==> src/ooo_pkg.sv <==
package ooo_pkg;

  // ====================
  // Widths and sizes
  // ====================
  localparam int DATA_W    = 32;
  localparam int PREG_W    = 7;
  localparam int NUM_PREGS = 1 << PREG_W;
  localparam int NUM_LANES = 3;
  localparam int LANE_W    = 2;
  localparam int RS_DEPTH  = 4;
  localparam int RS_IDX_W  = $clog2(RS_DEPTH);

  // ====================
  // Shared types
  // ====================

  // Operand or result word
  typedef logic [DATA_W-1:0] data_t;

  // Physical register number, register 0 is hardwired to zero
  typedef logic [PREG_W-1:0] preg_t;

  // Lane index, wide enough to also name lanes that do not exist
  typedef logic [LANE_W-1:0] lane_t;

  // ALU operations
  // Shifts take the low 5 bits of operand b, SLT is a signed compare
  typedef enum logic [2:0] {
    ADD = 3'd0,
    SUB = 3'd1,
    AND = 3'd2,
    OR  = 3'd3,
    XOR = 3'd4,
    SLL = 3'd5,
    SRL = 3'd6,
    SLT = 3'd7
  } alu_op_e;

endpackage
==> src/ooo_ifs.sv <==


// Common data bus with one request/grant pair per lane
interface cdb_if
  import ooo_pkg::*;
(
  input logic clk,
  input logic rst
);

  logic  valid;
  preg_t prd;
  data_t data;

  logic  req      [NUM_LANES];
  preg_t req_prd  [NUM_LANES];
  data_t req_data [NUM_LANES];
  logic  grant    [NUM_LANES];

  modport arb (
    input  clk, rst,
    input  req, req_prd, req_data,
    output grant, valid, prd, data
  );

  modport lane (
    input  valid, prd, data, grant,
    output req, req_prd, req_data
  );

  modport listen (
    input valid, prd, data
  );

endinterface

==> src/cdb_arbiter.sv <==
`timescale 1ns/100ps

module cdb_arbiter
  import ooo_pkg::*;
(
  cdb_if.arb cdb
);

  logic [NUM_LANES-1:0] req_vec;
  logic [NUM_LANES-1:0] grant_vec;
  lane_t                winner;

  for (genvar g = 0; g < NUM_LANES; g++) begin : g_lane
    assign req_vec[g]   = cdb.req[g];
    assign cdb.grant[g] = grant_vec[g];
  end

  // Fixed priority, lane 0 first
  always_comb begin
    grant_vec = '0;
    winner    = '0;
    for (int i = NUM_LANES - 1; i >= 0; i--) begin
      if (req_vec[i]) begin
        grant_vec    = '0;
        grant_vec[i] = 1'b1;
        winner       = lane_t'(i);
      end
    end
  end

  assign cdb.valid = |req_vec;
  assign cdb.prd   = cdb.req_prd[winner];
  assign cdb.data  = cdb.req_data[winner];

  // One grant, only to a requester, and the bus is busy exactly when granted
  a_one_grant: assert property (@(posedge cdb.clk) disable iff (cdb.rst)
    $onehot0(grant_vec) && ((grant_vec & ~req_vec) == '0) &&
      (cdb.valid == (grant_vec != '0)))
    else $error("bad bus grant %b for requests %b", grant_vec, req_vec);

endmodule

==> src/flat_wrapper.sv <==
// flat-port wrapper written by rule: the top's interface ports become plain ports
module cdb_arbiter_flat import ooo_pkg::*;
  (clk, rst, cdb_req, cdb_req_prd, cdb_req_data, cdb_grant, cdb_valid, cdb_prd, cdb_data);
  cdb_if cdb_i (.clk(clk), .rst(rst));
  input wire logic clk;
  input wire logic rst;
  input wire logic [$bits(cdb_i.req)-1:0] cdb_req;
  input wire logic [$bits(cdb_i.req_prd)-1:0] cdb_req_prd;
  input wire logic [$bits(cdb_i.req_data)-1:0] cdb_req_data;
  output wire logic [$bits(cdb_i.grant)-1:0] cdb_grant;
  output wire logic [$bits(cdb_i.valid)-1:0] cdb_valid;
  output wire logic [$bits(cdb_i.prd)-1:0] cdb_prd;
  output wire logic [$bits(cdb_i.data)-1:0] cdb_data;
  assign cdb_i.req = {>>{cdb_req}};
  assign cdb_i.req_prd = {>>{cdb_req_prd}};
  assign cdb_i.req_data = {>>{cdb_req_data}};
  assign cdb_grant = {>>{cdb_i.grant}};
  assign cdb_valid = cdb_i.valid;
  assign cdb_prd = cdb_i.prd;
  assign cdb_data = cdb_i.data;
  cdb_arbiter u_core (.cdb(cdb_i));
endmodule
==> config.mk <==
export PLATFORM = sky130hd
export DESIGN_NAME = cdb_arbiter_flat
export DESIGN_NICKNAME = d
export VERILOG_FILES = /design/src/ooo_pkg.sv /design/src/ooo_ifs.sv /design/src/cdb_arbiter.sv /design/src/flat_wrapper.sv
export SDC_FILE = /design/constraint.sdc
export NUM_CORES = 1
export LEC_CHECK = 0
export BUFFER_PORTS_ARGS = -buffer_cell sky130_fd_sc_hd__buf_2
export CORE_MARGIN = 5
export CORE_UTILIZATION = 29
export DETAILED_ROUTE_END_ITERATION = 8
export PLACE_DENSITY = 0.85
export SYNTH_ARGS = -nofsm -noshare
export SYNTH_HDL_FRONTEND = slang
export SYNTH_SLANG_ARGS = --single-unit
==> constraint.sdc <==
create_clock -name vclk -period 1.1
set_input_delay 0.055 -clock vclk [all_inputs]
set_output_delay 0.055 -clock vclk [all_outputs]
set_load 0.005 [all_outputs]
# ---- After elaboration in Yosys (flattened, before gate mapping)
# Index checks and enable logic that the tools add are counted.
dict set report word_totals {
  wordCells 15
  reg_bits 0
  output_inout_bits 43
}
dict set report op_classes {
  magnitude_cmp 1
  reduce_logical 1
  bitwise 1
  muxes 12
}
# cell count
set ops {}
lappend ops {{32-bit binary-select mux with 2-bit select} 1}
lappend ops {{32-bit 2-to-1 mux} 2}
lappend ops {{7-bit binary-select mux with 2-bit select} 1}
lappend ops {{7-bit 2-to-1 mux} 2}
lappend ops {{3-bit 2-to-1 mux} 3}
lappend ops {{2-bit 2-to-1 mux} 3}
lappend ops {{3-bit >= comparator (second input constant)} 1}
lappend ops {{2-bit inverter with 3-bit output} 1}
lappend ops {{3-bit OR reduction} 1}

# ---- Logic depth before layout (Yosys ltp)
dict set report logic_depth {
  depth_word 7
  depth_mapped 4
}

# ---- Least setup slack after synthesis
# OpenSTA, ideal clock, no wires.
dict set report synth_path {
  path_type {input -> output}
  start {in cdb_req[2]}
  end {out cdb_prd[2]}
  setup_slack_ns 0.200
  cell_stages 2
  arrival_ns 0.845
  cell_sequence {or4b_2 o221a_2}
}
dict set report synth_between {
  elab_chain_len 5
}
# item line_no
set synth_rtl {}
lappend synth_rtl {{start, declared} flat_wrapper.sv:7} ;# input wire logic [$bits(cdb_i.req)-1:0] cdb_req;
lappend synth_rtl {{2-bit 2-to-1 mux} cdb_arbiter.sv:23} ;# if (req_vec[i]) begin
lappend synth_rtl {{2-bit inverter with 3-bit output (implied by the code)} cdb_arbiter.sv:32} ;# assign cdb.prd = cdb.req_prd[winner];
lappend synth_rtl {{7-bit binary-select mux with 2-bit select} cdb_arbiter.sv:32}
lappend synth_rtl {{7-bit 2-to-1 mux (implied by the code) (2 in a row)} cdb_arbiter.sv:32}
lappend synth_rtl {{end, declared} flat_wrapper.sv:12} ;# output wire logic [$bits(cdb_i.prd)-1:0] cdb_prd;
# No other way between the ends. The select of a mux whose other input is x is not followed.

# ---- Worst setup path in the final report
dict set report layout_path {
  start {in cdb_req[2]}
  end {out cdb_data[24]}
}
dict set report layout_between {
  elab_chain_len 5
}
# item line_no
set layout_rtl {}
lappend layout_rtl {{2-bit 2-to-1 mux} cdb_arbiter.sv:23}
lappend layout_rtl {{2-bit inverter with 3-bit output (implied by the code)} cdb_arbiter.sv:33} ;# assign cdb.data = cdb.req_data[winner];
lappend layout_rtl {{32-bit binary-select mux with 2-bit select} cdb_arbiter.sv:33}
lappend layout_rtl {{32-bit 2-to-1 mux (implied by the code) (2 in a row)} cdb_arbiter.sv:33}
lappend layout_rtl {{end, declared} flat_wrapper.sv:13} ;# output wire logic [$bits(cdb_i.data)-1:0] cdb_data;
# No other way between the ends. The select of a mux whose other input is x is not followed.

==> results.md <==
* Area grow syn2layout at 197%
* Max-cap viol count at 0
* Max IR drop VDD at 0.000292 V
* # clk buffers at 0
* # port buffers at 163
* Number of global-route vias before repair at 1,737
* Hold Fails Final Rpt at 0
* Synth warnings at 0
* Hold Crit Class: input port to output port
* Cell Pwr Density at 468 nW/um^2
* Setup Viol. Count Final at 39
* Final wirelength at 7870 um
* Worst-path fanout max at 10
* Die width at 67.9 um
* Vias at 1,874
* Actual slew at the worst max-slew pin at 0.321 ns
* Max-Slew Margin vs Limit at 78.6%
* Wirelength per Cell at 24.8 um
* First-pass GRT wire length at 8310 um
* Synth Area per Inst at 9.36 um^2
* Fill cells at 171
* DP Wirelength at 4040 um
* Period utilization at 110%
* Grt ovf at 0
* # hold bufs at CTS at 0
* DIE AREA at 4620 um^2
* Final WS setup at -0.115 ns
* Violated checks: setup timing
* WP data arrival at 1.16 ns
* Leak at 1.36 nW
* RSZ-0062 raised after global routing: yes
* Detailed Route Iter0 Violations at 100
* Yosys cell types at 12
* Syn_nets at 226
* GRT Overall Usage at 23.5%
* Drt drc at 0
* Startpoint Class: input port
* ANT nets after route at 0
* DR pass1 iterations at 4
* Max frequency at 823 MHz
* Initial Util at 29.6%
* Share of layout cells above drive strength 1 at 90.8%
* Tmin final at 1.21 ns
* Worst Setup Path Type: input port to output port
* Worst Path Required at 1.04 ns
* Final hold slack at 0.446 ns
* Synthesized area at 973 um^2
* Fin. max-slew vios at 0
* Antenna cells at 0
* Final net count at 395
* Setup tns final at -2.75 ns
* Pin count of the biggest net entering global routing at 41
* Setup crit end kind: output port
* Post-synthesis cell count at 104
* GP Congestion at 0.817
* Vias/cell at 5.91
* Seq/Total Area, Yosys at 0%
* Cell row count at 21
* Outcome: complete, but fails checks
* I/O pin count at 165
* Core ar. at 3280 um^2
* Sequential cell area at 0 um^2
* Die Y at 67.9 um
* Initial antenna violation count at 0
* Sequential cell count at 0
[cell families after synthesis]
family                 Yosys count  synth area share [%]
AND/OR/NAND/NOR                 42                  42.2
AO/OA/AOI/OAI                   40                  46.1
buffers and inverters           22                  11.7
[per-layer routing]
metal / vias up / GRT usage [%] / share of wire (%)
met1: 882 / 28.1 / 35
met2: 126 / 45.6 / 54
met5: - / 0 / 0
li1: 837 / - / -
met3: 29 / 1.15 / 7.5
met4: 0 / 4.22 / 4.0
[what timing repair did]
action	4_1_cts	5_1_grt
pin swaps	39	29
cloned	8	6
resized for setup	56	62
endpoints found under the setup margin	39	39
setup buffers	0	1
endpoints found under the hold margin	0	0
[cells in the mapped netlist, drive strengths merged]
library cell	n	area share, %
buf	14	8.0
clkbuf	7	3.3
inv	1	0.39
nand2b	1	0.64
nor3b	1	0.77
o21ba	1	1.0
o221a	39	45
or3	1	0.64
or4b	39	40
[path summary, 6_finish.rpt]
path / startpoint / depth (start not counted) / to
worst max-delay path: cdb_req[2] / 5 / cdb_data[24]
worst min-delay path: cdb_req_data[73] / 3 / cdb_data[9]
[where the power goes]
| group | switching (mW) | total [mW] | internal [mW] |
|---|---|---|---|
| Clock | 0 | 0 | 0 |
| Sequential | 0 | 0 | 0 |
| Combinational | 0.488 | 1.35 | 0.865 |
| Total | 0.488 | 1.35 | 0.865 |
[placed cells by master, fill, tap and decap left out, drive strengths merged]
master / synthesis / layout
buf: 14 / 184
clkbuf: 7 / 4
inv: 1 / 1
nand2b: 1 / 1
nor3b: 1 / 1
o21ba: 1 / 1
o221a: 39 / 39
or3: 1 / 1
or4b: 39 / 39
[worst max-delay path, cell delays in order]
cell,delay [ns]
buf_12,0.13
buf_12,0.14
or4b_1,0.57
o221a_4,0.15
buf_6,0.11
[area by class of cell]
| type | instances | area, um^2 | share of cell area [%] |
|---|---|---|---|
| tap | 46 | 57.6 | 1.99 |
| timing repair buffer | 188 | 1570 | 54.4 |
| multi-input combinational | 82 | 1260 | 43.5 |
| inverter | 1 | 3.75 | 0.130 |
[metrics by stage]
step	util (%)	cells	worst slack [ns]	total power, mW	instance area [um^2]
after detailed placement	57.4	302	-0.124	0.743	1890
after floorplan	-	104	0.200	0.324	973
final	88.0	317	-0.115	1.35	2890
after CTS	71.1	310	-0.0756	0.991	2340
after global routing	88.0	317	-0.127	1.41	2890
after global placement	57.4	302	-0.126	0.726	1890
Power figures use the tool's default switching activity.
